--- config.mk ---
export PLATFORM = sky130hd
export DESIGN_NAME = sdCmdCtrl
export DESIGN_NICKNAME = d
export VERILOG_FILES = /design/src/hdl/sdLinePkg.sv /design/src/hdl/sdHostPkg.sv /design/src/hdl/sdCmdCtrl.sv /design/src/hdl/sdCmdFront.sv /design/src/hdl/sdCmdPath.sv /design/src/hdl/sdCrc7.sv
export VERILOG_INCLUDE_DIRS = /design/src /design/src/hdl
export SDC_FILE = /design/constraint.sdc
export NUM_CORES = 1
export LEC_CHECK = 0
export BUFFER_PORTS_ARGS = -buffer_cell sky130_fd_sc_hd__buf_2
export CAP_MARGIN = 20
export CELL_PAD_IN_SITES_DETAIL_PLACEMENT = 2
export CELL_PAD_IN_SITES_GLOBAL_PLACEMENT = 2
export CORE_MARGIN = 3
export CORE_UTILIZATION = 40
export CTS_CLUSTER_DIAMETER = 150
export DETAILED_ROUTE_END_ITERATION = 16
export PLACE_DENSITY_LB_ADDON = 0.25
export SLEW_MARGIN = 30
export SYNTH_ARGS = -nofsm -noshare
export SYNTH_HDL_FRONTEND = slang
export SYNTH_SLANG_ARGS = --single-unit
--- constraint.sdc ---
create_clock -name clk -period 16.1 [get_ports clk]
set_input_delay 3.22 -clock clk [delete_from_list [all_inputs] [get_ports clk]]
set_output_delay 3.22 -clock clk [all_outputs]
set_load 0.02 [all_outputs]
--- src/hdl/sdCmd_settings.svh ---
`ifndef SD_CMD_SETTINGS_SVH
`define SD_CMD_SETTINGS_SVH

// Width of the response and busy timeout counter
`define CMD_TIMEOUT_W 16

// Bit count of the last payload bit, counted from the transmission bit
`define SHORT_RESP_BITS 38
`define LONG_RESP_BITS 126

// R1 card status bits that flag an error
// out of range, address, block length, erase, WP, lock, COM CRC, illegal,
// ECC, CC, generic error, CSD overwrite, erase skip, AKE sequence
`define CARD_STATUS_ERR_MASK 32'hFDFF_E008

`endif
--- src/hdl/sdLinePkg.sv ---
`default_nettype none

package sdLinePkg;

	// Command path sequence on the CMD line
	typedef enum logic [3:0] {
		idle = 4'h0,
		txData = 4'h1,
		txCrc = 4'h2,
		txStop = 4'h3,
		txClear = 4'h4,
		waitResp = 4'h5,
		rxData = 4'h6,
		rxCrc = 4'h7,
		rxStop = 4'h8,
		waitBusy = 4'h9,
		cmdFin = 4'ha
	} cmdStateT;

	// Bit counts within the command frame
	// start, transmission, index and argument bits
	localparam logic [7:0] TX_FRAME_BITS = 8'd40;
	// End of the CRC7 field
	localparam logic [7:0] TX_CRC_END = 8'd47;
	// Line released back to the card
	localparam logic [7:0] TURNAROUND_END = 8'd51;

endpackage

`default_nettype wire

--- src/hdl/sdHostPkg.sv ---
`default_nettype none

package sdHostPkg;

	// dataDir encodings
	localparam logic [1:0] DIR_READ = 2'b01;
	localparam logic [1:0] DIR_WRITE = 2'b10;

	// respType encodings, 2'b00 is no response and 2'b11 is no response with busy
	localparam logic [1:0] RESP_SHORT = 2'b01;
	localparam logic [1:0] RESP_LONG = 2'b10;

	typedef struct packed {
		logic [1:0] dataDir;
		logic checkIndex;
		logic checkCrc;
		logic checkBusy;
		logic [1:0] respType;
	} cmdConfigT;

	typedef struct packed {
		logic indexErr;
		logic crcErr;
		logic timeout;
		logic error;
		logic ok;
	} cmdStatusT;

	// Received response word, short R1/R3/R6 layout or long CID/CSD body
	typedef union packed {
		struct packed {
			logic [80:0] filler;
			logic txBit;
			logic [5:0] index;
			logic [31:0] cardStatus;
		} shortView;
		logic [119:0] longView;
	} respWordT;

endpackage

`default_nettype wire

--- src/hdl/sdCmdCtrl.sv ---
`timescale 1ns/1ns
`default_nettype none
`include "sdCmd_settings.svh"

module sdCmdCtrl
	import sdHostPkg::*;
(
	input  wire                      clk,
	input  wire                      rst,
	input  wire                      reqValid,
	input  wire  [5:0]               reqIndex,
	input  wire  [31:0]              reqArgument,
	input  wire  cmdConfigT          reqConfig,
	output logic                     reqReady,
	output logic                     resValid,
	output cmdStatusT                resStatus,
	output respWordT                 resResponse,
	output logic                     resCardErr,
	input  wire                      resReady,
	input  wire  [`CMD_TIMEOUT_W-1:0] timeoutValue,
	input  wire                      cmdIn,
	input  wire                      sdBusy,
	output logic                     cmdOut,
	output logic                     cmdOe,
	output logic                     startRx,
	output logic                     startTx
);

	// Front end to command path
	logic cmdStart;
	logic [5:0] cmdIndex;
	logic [31:0] cmdArgument;
	cmdConfigT cmdConfig;
	logic cmdDone;
	cmdStatusT cmdEvents;
	respWordT response;

	sdCmdFront front (
		.clk(clk),
		.rst(rst),
		.reqValid(reqValid),
		.reqIndex(reqIndex),
		.reqArgument(reqArgument),
		.reqConfig(reqConfig),
		.reqReady(reqReady),
		.resValid(resValid),
		.resStatus(resStatus),
		.resResponse(resResponse),
		.resCardErr(resCardErr),
		.resReady(resReady),
		.cmdStart(cmdStart),
		.cmdIndex(cmdIndex),
		.cmdArgument(cmdArgument),
		.cmdConfig(cmdConfig),
		.cmdDone(cmdDone),
		.cmdEvents(cmdEvents),
		.response(response)
	);

	sdCmdPath path (
		.clk(clk),
		.rst(rst),
		.cmdStart(cmdStart),
		.cmdIndex(cmdIndex),
		.cmdArgument(cmdArgument),
		.cmdConfig(cmdConfig),
		.timeoutValue(timeoutValue),
		.cmdIn(cmdIn),
		.sdBusy(sdBusy),
		.cmdDone(cmdDone),
		.cmdEvents(cmdEvents),
		.response(response),
		.cmdOut(cmdOut),
		.cmdOe(cmdOe),
		.startRx(startRx),
		.startTx(startTx)
	);

endmodule

`default_nettype wire

--- src/hdl/sdCmdFront.sv ---
`timescale 1ns/1ns
`default_nettype none
`include "sdCmd_settings.svh"

module sdCmdFront
	import sdHostPkg::*;
(
	input  wire              clk,
	input  wire              rst,
	input  wire              reqValid,
	input  wire  [5:0]       reqIndex,
	input  wire  [31:0]      reqArgument,
	input  wire  cmdConfigT  reqConfig,
	output logic             reqReady,
	output logic             resValid,
	output cmdStatusT        resStatus,
	output respWordT         resResponse,
	output logic             resCardErr,
	input  wire              resReady,
	output logic             cmdStart,
	output logic [5:0]       cmdIndex,
	output logic [31:0]      cmdArgument,
	output cmdConfigT        cmdConfig,
	input  wire              cmdDone,
	input  wire  cmdStatusT  cmdEvents,
	input  wire  respWordT   response
);

	localparam logic [1:0] FRONT_IDLE = 2'd0;
	localparam logic [1:0] FRONT_BUSY = 2'd1;
	localparam logic [1:0] FRONT_PENDING = 2'd2;

	logic [1:0] frontState;
	logic accept;
	logic statusErr;

	assign reqReady = (frontState == FRONT_IDLE);
	assign resValid = (frontState == FRONT_PENDING);
	assign accept = reqValid && reqReady;
	assign statusErr = |(response.shortView.cardStatus & `CARD_STATUS_ERR_MASK);

	//////////////////////////////
	// Request and result holding
	//////////////////////////////

	always_ff @(posedge clk) begin
		if (rst) begin
			frontState <= FRONT_IDLE;
			cmdStart <= 1'b0;
		end else begin
			cmdStart <= accept;
			case (frontState)
				FRONT_IDLE: if (accept) frontState <= FRONT_BUSY;
				FRONT_BUSY: if (cmdDone) frontState <= FRONT_PENDING;
				// Held until the consumer takes it
				FRONT_PENDING: if (resReady) frontState <= FRONT_IDLE;
				default: frontState <= FRONT_IDLE;
			endcase
		end
	end

	always_ff @(posedge clk) begin
		if (accept) begin
			cmdIndex <= reqIndex;
			cmdArgument <= reqArgument;
			cmdConfig <= reqConfig;
		end
		if ((frontState == FRONT_BUSY) && cmdDone) begin
			resStatus <= cmdEvents;
			resResponse <= response;
			// Card status only means something in a good short response
			resCardErr <= cmdEvents.ok && (cmdConfig.respType == RESP_SHORT) && statusErr;
		end
	end

	resultHeld: assert property (@(posedge clk) disable iff (rst)
		(resValid && !resReady) |=> (resValid && $stable(resStatus)
		&& $stable(resResponse) && $stable(resCardErr)));

endmodule

`default_nettype wire

--- src/hdl/sdCmdPath.sv ---
`timescale 1ns/1ns
`default_nettype none
`include "sdCmd_settings.svh"

module sdCmdPath
	import sdHostPkg::*, sdLinePkg::*;
(
	input  wire                      clk,
	input  wire                      rst,
	input  wire                      cmdStart,
	input  wire  [5:0]               cmdIndex,
	input  wire  [31:0]              cmdArgument,
	input  wire  cmdConfigT          cmdConfig,
	input  wire  [`CMD_TIMEOUT_W-1:0] timeoutValue,
	input  wire                      cmdIn,
	input  wire                      sdBusy,
	output logic                     cmdDone,
	output cmdStatusT                cmdEvents,
	output respWordT                 response,
	output logic                     cmdOut,
	output logic                     cmdOe,
	output logic                     startRx,
	output logic                     startTx
);

	cmdStateT state;
	cmdStateT nextState;
	logic cmdInReg;
	logic [7:0] bitCounter;
	logic [7:0] respLen;
	logic [TX_FRAME_BITS-1:0] txShift;
	respWordT rxShift;
	logic [`CMD_TIMEOUT_W-1:0] timeoutCounter;
	logic inWait;
	logic expectResp;
	logic indexErr;
	logic crcErr;
	logic cmdTimeout;
	logic errorEvent;
	logic crcEn;
	logic crcClr;
	logic crcDin;
	logic crcBit;

	assign expectResp = (cmdConfig.respType == RESP_SHORT) || (cmdConfig.respType == RESP_LONG);
	assign respLen = (cmdConfig.respType == RESP_SHORT) ? 8'(`SHORT_RESP_BITS) :
		8'(`LONG_RESP_BITS);
	assign inWait = (state == waitResp) || (state == waitBusy);

	//////////////////////////////
	// Sequencer
	//////////////////////////////

	always_comb begin
		nextState = state;
		case (state)
			idle: if (cmdStart) nextState = txData;
			txData: if (bitCounter == TX_FRAME_BITS - 8'd1) nextState = txCrc;
			txCrc: if (bitCounter == TX_CRC_END - 8'd1) nextState = txStop;
			txStop: nextState = txClear;
			txClear: begin
				// Give the line back to the card before listening
				if (bitCounter == TURNAROUND_END - 8'd1) begin
					if (expectResp)
						nextState = waitResp;
					else if (cmdConfig.checkBusy)
						nextState = waitBusy;
					else
						nextState = cmdFin;
				end
			end
			waitResp: begin
				if (cmdTimeout)
					nextState = idle;
				else if (!cmdInReg)
					nextState = rxData;
			end
			rxData: if (bitCounter == respLen) nextState = rxCrc;
			rxCrc: if (bitCounter == respLen + 8'd7) nextState = rxStop;
			rxStop: begin
				if (indexErr || crcErr)
					nextState = idle;
				else if (cmdConfig.checkBusy)
					nextState = waitBusy;
				else
					nextState = cmdFin;
			end
			waitBusy: begin
				if (cmdTimeout)
					nextState = idle;
				else if (!sdBusy)
					nextState = cmdFin;
			end
			default: nextState = idle;
		endcase
	end

	always_ff @(posedge clk) begin
		if (rst) begin
			state <= idle;
			cmdDone <= 1'b0;
			cmdInReg <= 1'b1;
			bitCounter <= '0;
			cmdOut <= 1'b1;
			cmdOe <= 1'b0;
			startRx <= 1'b0;
			startTx <= 1'b0;
		end else begin
			state <= nextState;
			cmdDone <= (state != idle) && (nextState == idle);
			cmdInReg <= cmdIn;
			if (state inside {txData, txCrc, txStop, txClear, rxData, rxCrc, rxStop})
				bitCounter <= bitCounter + 8'd1;
			else
				bitCounter <= '0;
			case (state)
				txData: cmdOut <= txShift[TX_FRAME_BITS-1];
				txCrc: cmdOut <= crcBit;
				default: cmdOut <= 1'b1;
			endcase
			cmdOe <= state inside {txData, txCrc, txStop};
			// Hand off to the data path only after a clean finish
			startRx <= (state == cmdFin) && (cmdConfig.dataDir == DIR_READ);
			startTx <= (state == cmdFin) && (cmdConfig.dataDir == DIR_WRITE);
		end
	end

	//////////////////////////////
	// Shifters and CRC
	//////////////////////////////

	always_ff @(posedge clk) begin
		if (cmdStart)
			txShift <= {2'b01, cmdIndex, cmdArgument};
		else if (state == txData)
			txShift <= {txShift[TX_FRAME_BITS-2:0], 1'b1};
		if (state == rxData)
			rxShift.longView <= {rxShift.longView[118:0], cmdInReg};
	end

	assign crcEn = (state == txData) || (state == rxData);
	// Start bit is a zero and leaves a cleared CRC untouched
	assign crcClr = (state == idle) || (state == waitResp);
	assign crcDin = (state == txData) ? txShift[TX_FRAME_BITS-1] : cmdInReg;

	sdCrc7 crc (
		.clk(clk),
		.rst(rst),
		.crcEn(crcEn),
		.crcClr(crcClr),
		.crcDin(crcDin),
		.crcBit(crcBit)
	);

	//////////////////////////////
	// Checks and timeout
	//////////////////////////////

	always_ff @(posedge clk) begin
		if (rst || !inWait)
			timeoutCounter <= '0;
		else if (timeoutCounter != timeoutValue)
			timeoutCounter <= timeoutCounter + 1'b1;
	end

	always_ff @(posedge clk) begin
		if (rst || cmdStart) begin
			indexErr <= 1'b0;
			crcErr <= 1'b0;
			cmdTimeout <= 1'b0;
		end else begin
			if ((state == rxCrc) && cmdConfig.checkCrc && (crcBit != cmdInReg))
				crcErr <= 1'b1;
			// Short payload is complete once the CRC field starts
			if ((state == rxCrc) && cmdConfig.checkIndex && (cmdConfig.respType == RESP_SHORT)
				&& (rxShift.shortView.index != cmdIndex))
				indexErr <= 1'b1;
			// A start bit or busy release in the same cycle wins
			if (inWait && (nextState == state) && (timeoutValue != '0)
				&& (timeoutCounter == timeoutValue))
				cmdTimeout <= 1'b1;
		end
	end

	assign errorEvent = indexErr || crcErr || cmdTimeout;
	assign cmdEvents = '{
		indexErr: indexErr,
		crcErr: crcErr,
		timeout: cmdTimeout,
		error: errorEvent,
		ok: !errorEvent
	};
	assign response = rxShift;

	lineReleased: assert property (@(posedge clk) disable iff (rst)
		(state inside {waitResp, rxData}) |-> !cmdOe);

	startWhenIdle: assert property (@(posedge clk) disable iff (rst)
		cmdStart |-> (state == idle));

endmodule

`default_nettype wire

--- src/hdl/sdCrc7.sv ---
`timescale 1ns/1ns
`default_nettype none

module sdCrc7 (
	input  wire  clk,
	input  wire  rst,
	input  wire  crcEn,
	input  wire  crcClr,
	input  wire  crcDin,
	output logic crcBit
);

	logic [6:0] crcReg;
	logic feedback;

	// x^7 + x^3 + 1
	assign feedback = crcDin ^ crcReg[6];
	assign crcBit = crcReg[6];

	always_ff @(posedge clk) begin
		if (rst || crcClr) begin
			crcReg <= '0;
		end else if (crcEn) begin
			crcReg <= {crcReg[5:3], crcReg[2] ^ feedback, crcReg[1:0], feedback};
		end else begin
			// Remainder goes out MSB first
			crcReg <= {crcReg[5:0], 1'b0};
		end
	end

endmodule

`default_nettype wire

### After elaboration in Yosys (flattened, before gate mapping)

Cells that the tools add are included.
W data, S select, Z words.

| storage, ports and cells | value |
|---|---|
| bits in registers | 378 |
| input bits | 67 |
| output and inout bits | 132 |
| word-level logic and storage cells | 131 |

| operators by class | value |
|---|---|
| add/sub/neg operators | 3 |
| eq/ne operators | 29 |
| mux-type cells | 24 |
| bitwise operators | 4 |
| reduce and logical (&&, ||, !) cells | 38 |

Operator list:

| operator | number |
|---|---|
| $mux W38 | 2 |
| $mux W4 | 13 |
| $pmux W4 S10 | 1 |
| $eq A8 B6 Y1 const B | 3 |
| $reduce_or A19 Y1 | 1 |
| $add A16 B1 Y16 const B | 1 |
| $eq A16 B16 Y1 | 1 |
| $eq A4 B3 Y1 const B | 4 |
| $eq A8 B8 Y1 | 2 |
| $ne A16 B16 Y1 | 1 |
| $reduce_bool A16 Y1 | 1 |
| $logic_and A1 B1 Y1 | 15 |
| $eq A4 B4 Y1 const B | 3 |
| $logic_or A1 B1 Y1 | 9 |
| $add A8 B1 Y8 const B | 1 |
| $add A8 B3 Y8 const B | 1 |
| $eq A4 B2 Y1 const B | 2 |
| $logic_not A4 Y1 | 2 |
| $mux W2 | 4 |
| $mux W7 | 1 |
| $reduce_bool A7 Y1 | 1 |
| $eq A2 B1 Y1 const B | 3 |
| $eq A2 B2 Y1 const B | 3 |
| $ne A6 B6 Y1 | 1 |
| 17 further kinds | 22 |

### Longest topological paths before layout

| logic depth | value |
|---|---|
| word-level depth | 10 |
| depth in mapped cells | 7 |
| depth with buffers taken out | 7 |

### Modules after synthesis

Synthesis repeated with hierarchy kept, for this count alone.

| second synthesis, totals | value |
|---|---|
| cells, all modules | 704 |
| area, all modules | 13180.1 um^2 |

Modules (own cells, without submodules):

| module | times used | cells an instance | area each (um^2) | seq. area each (um^2) |
|---|---|---|---|---|
| sdCmdPath | 1 | 493 | 7638.6 | 5525.3 |
| sdCmdFront | 1 | 192 | 5328.9 | 5195.0 |
| sdCrc7 | 1 | 19 | 212.7 | 140.1 |

### Least setup slack after synthesis

Ideal clock, no wire load.

| path | value |
|---|---|
| path kind | register -> register |
| start | reg front.frontState[0] |
| end | reg front.frontState[1] |
| setup time | 0.082 ns |
| arrival time | 6.330 ns |
| required time | 16.018 ns |
| path slack | 9.688 ns |
| cell stages (with the launch flop) | 4 |
| path buffers | 0 |
| period minus slack after synthesis | 6.412 ns |
| cells stage by stage | dfxtp_1 -> nand2_1 -> nor2_1 -> o21ba_2 |

| on the way | value |
|---|---|
| cells in the longest elaborated chain, start to end | 4 |
| elaborated cells between the ends (all ways) | 9 |
| classes of those cells | eq/ne (5); mux (1); reduce/logical (3) |

RTL lines:

| item | line | source |
|---|---|---|
| from (decl) | sdCmdFront.sv:33 | `logic [1:0] frontState;` |
| from (signal assigned) | sdCmdFront.sv:48 | `frontState <= FRONT_IDLE;` |
| from (signal assigned) | sdCmdFront.sv:53 | `FRONT_IDLE: if (accept) frontState <= FRONT_BUSY;` |
| from (signal assigned) | sdCmdFront.sv:54 | `FRONT_BUSY: if (cmdDone) frontState <= FRONT_PENDING;` |
| $logic_not A2 Y1 | sdCmdFront.sv:37, sdCmdFront.sv:52 |  |
| $logic_and A1 B1 Y1 | sdCmdFront.sv:39 | `assign accept = reqValid && reqReady;` |
| $ne A2 B2 Y1 (no source line) | - |  |
| $reduce_and A3 Y1 (no source line) | - |  |

Parallel ways exist; a longest one is shown, timed or not.
A chain may end at the register's enable or synchronous reset.

### Worst setup path in the final report

| path | value |
|---|---|
| start | reg front.frontState[1] |
| end | out resValid |

| on the way | value |
|---|---|
| cells in the longest elaborated chain, start to end | 1 |

RTL lines:

| item | line | source |
|---|---|---|
| $eq A2 B2 Y1 | sdCmdFront.sv:38 | `assign resValid = (frontState == FRONT_PENDING);` |
| to (decl) | sdCmdCtrl.sv:15 | `output logic resValid,` |

No other way between the ends.

==> summary.txt <==
Run status
  • Status: complete, no violations

Critical path
  • Crit. End Element: output pin
  • Slowest CP cell: dfxtp_1
  • Worst R2R Start: path.state[1]
  • R2R Setup Slk: 13.67 ns
  • WP data arrival: 1.30 ns
  • Worst r2r dst: path.response[74]
  • Stages on worst setup path: 2
  • Crit path cell chain: nor2b_1 > buf_2
  • Worst setup path start: front.frontState[1]
  • Peak per-stage delay on the critical path: 0.41 ns
  • Crit path launch type: register
  • Setup crit end: resValid
  • Crit-path leading delay family: flip-flops
  • Crit Path Class: reg -> out
  • Critical path fanouts, max: 4
  • CP required: 12.88 ns
  • Worst path buffer plus inverter count: 1
  • Worst R2R Path Depth: 2

Pwr
  • Power density over the cells: 129 nW/um^2
  • Register share of total power: 52.9%
  • Sw Ratio: 20.2%
  • Cell Int Power: 1.64 mW
  • Clock Power Share: 44.2%
  • Leakage: 5.48 nW
  • Combinational power share: 2.8%
  • Worst VDD drop: 62.3 uV
  • Switch Pwr: 0.417 mW

Synthesis
  • Post-synth top cells: edfxtp_1 (329), dfxtp_1 (49), mux2_2 (37)
  • Post-synth top area share: 75.3%
  • EDFF count, synth: 329
  • Synth area leader: edfxtp_1
  • Yosys Warn Count: 0
  • #FFs+latches synth: 378
  • Synth async-reset ratio: 0%
  • Post-synthesis net count: 777
  • Cell variety after synth: 60
  • Mean Syn Cell Area: 18.6 sq um
  • Area contributors post-synth: edfxtp_1 (75%), dfxtp_1 (7.5%), mux2_2 (3.2%)
  • Post-synthesis sequential area ratio: 82.7%
  • Ys flop type: edfxtp_1
  • Syn Inst Count: 705
  • Mapped cell area: 13100 sq um
  • Top-count cell post-synth: edfxtp_1

Timing
  • Fmax achieved: 221 MHz
  • Setup ws final: 11.58 ns
  • Slew Limit Fails: 0
  • TNS Setup: 0 ns
  • Min cycle time layout: 4.52 ns
  • Final hold vios: 0
  • Skew final: 0.0219 ns
  • Least-Margin Pin Slew: 0.860 ns
  • Final setup fails: 0
  • Max_slew headroom: 42.7%
  • RSZ-0062 raised after global routing: false
  • Period Utilization, post-route: 28.1%
  • Fin Hold WS: 0.431 ns

Global routing
  • GRT Util Overall: 18.9%
  • Global-route wire length before repair: 50800 um
  • Largest net degree at the start of global routing: 76
  • GRT overflow: 0
  • Vias in the first global route: 7730
  • Initial antenna violation count: 2

Floorplanning
  • Initial Utilization: 41.1%
  • Die Span X: 187 um
  • Num ports: 199
  • Core area: 32000 sq um
  • Chip height: 187 um
  • Row cnt: 65
  • Die ar.: 35000 sq um

Clocking
  • Worst-skew pair later-pin latency: 0.53 ns
  • Hold Buf Count CTS: 0
  • CTS H-tree depth: 2
  • Clock Path Buffers: 3
  • Resized Gates After CTS: 0
  • Clock sinks: 378
  • Reg clk slew, reported paths: 0.06 ns
  • CTS buffer count: 41
  • Postcts setup bufs: 0
  • Root Driver: clkbuf_16
  • TritonCTS clock tree: done

Layout
  • Area taken by multi-input logic gates: 2150 sq um
  • Final #Nets: 1006
  • Area grow syn2layout: 21.8%
  • FF/Latch Area: 10900 sq um
  • Finished Layout Cells: 1402
  • Number of fill cells: 2965
  • Share of layout cells above drive strength 1: 32.5%

Routing
  • Drt pass-1 iters: 4
  • DR vias/cell: 5.03
  • Remaining antenna violation count: 0
  • DR vias: 7047
  • DRC Markers: 0
  • Avg WL per Cell: 23.9 um
  • Wirelength, routed: 33600 um
  • Detailed Route Iter0 Violations: 360

Run
  • Max cap viols: 0

Placed design
  • Quantity of I/O buffers inserted on ports: 198
  • Pre-CTS WS: 11.21 ns
  • Final HPWL DP: 22900 um
  • Dpl cells: 1325
  • Placer Congestion: 0.755

Worst hold path
  • Class of the tightest hold or removal check: reg -> reg
  • Min-delay src: path.crc.crcReg[3]
[area by class of cell]
class / count / share of cell area (%)
inverters: 15 / 0.352
well taps: 435 / 3.41
diodes: 1 / 0.0157
clock inverters: 19 / 0.877
clock buffers: 56 / 7.29
multi-input cells: 292 / 13.4
repair buffers: 206 / 6.68
flip-flops and latches: 378 / 68.0
[registers in the layout, indices dropped and copies added, names as in the netlist, 2 cells and up]
signal	cells
path.state	4
front.cmdIndex	6
front.cmdConfig	7
path.timeoutCounter	16
front.frontState	2
path.txShift	40
path.bitCounter	8
front.resStatus	5
path.crc.crcReg	7
front.cmdArgument	32
front.resResponse	120
path.response	120
[per-layer routing]
layer | GRT usage (%) | vias to the layer above | share of wire, %
li1 | - | 3201 | -
met1 | 25.1 | 3596 | 44
met2 | 31.7 | 204 | 49
met3 | 4.31 | 46 | 5.4
met4 | 4.65 | 0 | 1.8
met5 | 0 | - | 0
[kinds of logic after synthesis]
kind of cell | synth area share, %
AOI/OAI and AO/OA | 3.17
xor gates and xnor gates | 2.13
adders and majority gates | 0.477
buffers and inverters | 1.03
DFF | 82.7
muxes | 3.34
and+or+nand+nor | 7.12
[how the worst min path moves through the flow]
stage	end	cells past startpoint
detailed placement	front.resResponse[119]	0
global placement	front.resResponse[119]	0
floorplan	front.resResponse[119]	0
global route	front.resResponse[119]	0
finish	path.crc.crcReg[4]	1
CTS	front.resResponse[119]	0
[worst register-to-register path: cells and delay by family (launching register included)]
family | cells | cell delay (ns)
buffers and inverters | 1 | 0.76
flip-flops | 1 | 0.70
AND/OR/NAND/NOR | 1 | 0.58
[power by group through the flow]
stage               clock (mW)  combinational, mW  sequential, mW
floorplan                    0             0.0311            1.11
global placement             0             0.0549            1.11
detailed placement           0             0.0595            1.11
CTS                      0.937             0.0598            1.09
global route             0.983             0.0643            1.09
finish                   0.912             0.0584            1.09
[placed cells by master (no fill, tap or decap), types with 4 or more instances in the layout]
master     synthesis  final
edfxtp_1         329    329
buf_2              3    198
dfxtp_1           49     48
clkbuf_16          0     43
mux2_2            37     37
nor2_1            31     30
a21oi_1           21     21
xnor2_1           21     21
inv_1             15     15
or3_1             15     15
nand4_1           14     14
nor4_1            11     11
o21ai_0           11     11
xor2_1            11     11
nand2_1            9      9
nand2b_1           9      9
clkbuf_1          13      9
clkinv_1           0      9
nor3_1             8      8
and2_1             9      8
nand3_1            7      7
clkinv_2           0      6
buf_4              0      6
nor2b_1            5      5
or4_1              5      5
ha_1               5      5
o31ai_1            4      4
nor3b_1            4      4
clkbuf_8           0      4
[metrics by stage]
step	util, %	power, mW	cell area, sq um
2_1_floorplan	-	1.14	13100
3_3_place_gp	45.8	1.16	14700
3_5_place_dp	45.8	1.17	14700
4_1_cts	49.9	2.09	16000
5_1_grt	50.0	2.14	16000
6_report	50.0	2.06	16000
(Power assumes the default switching activity.)
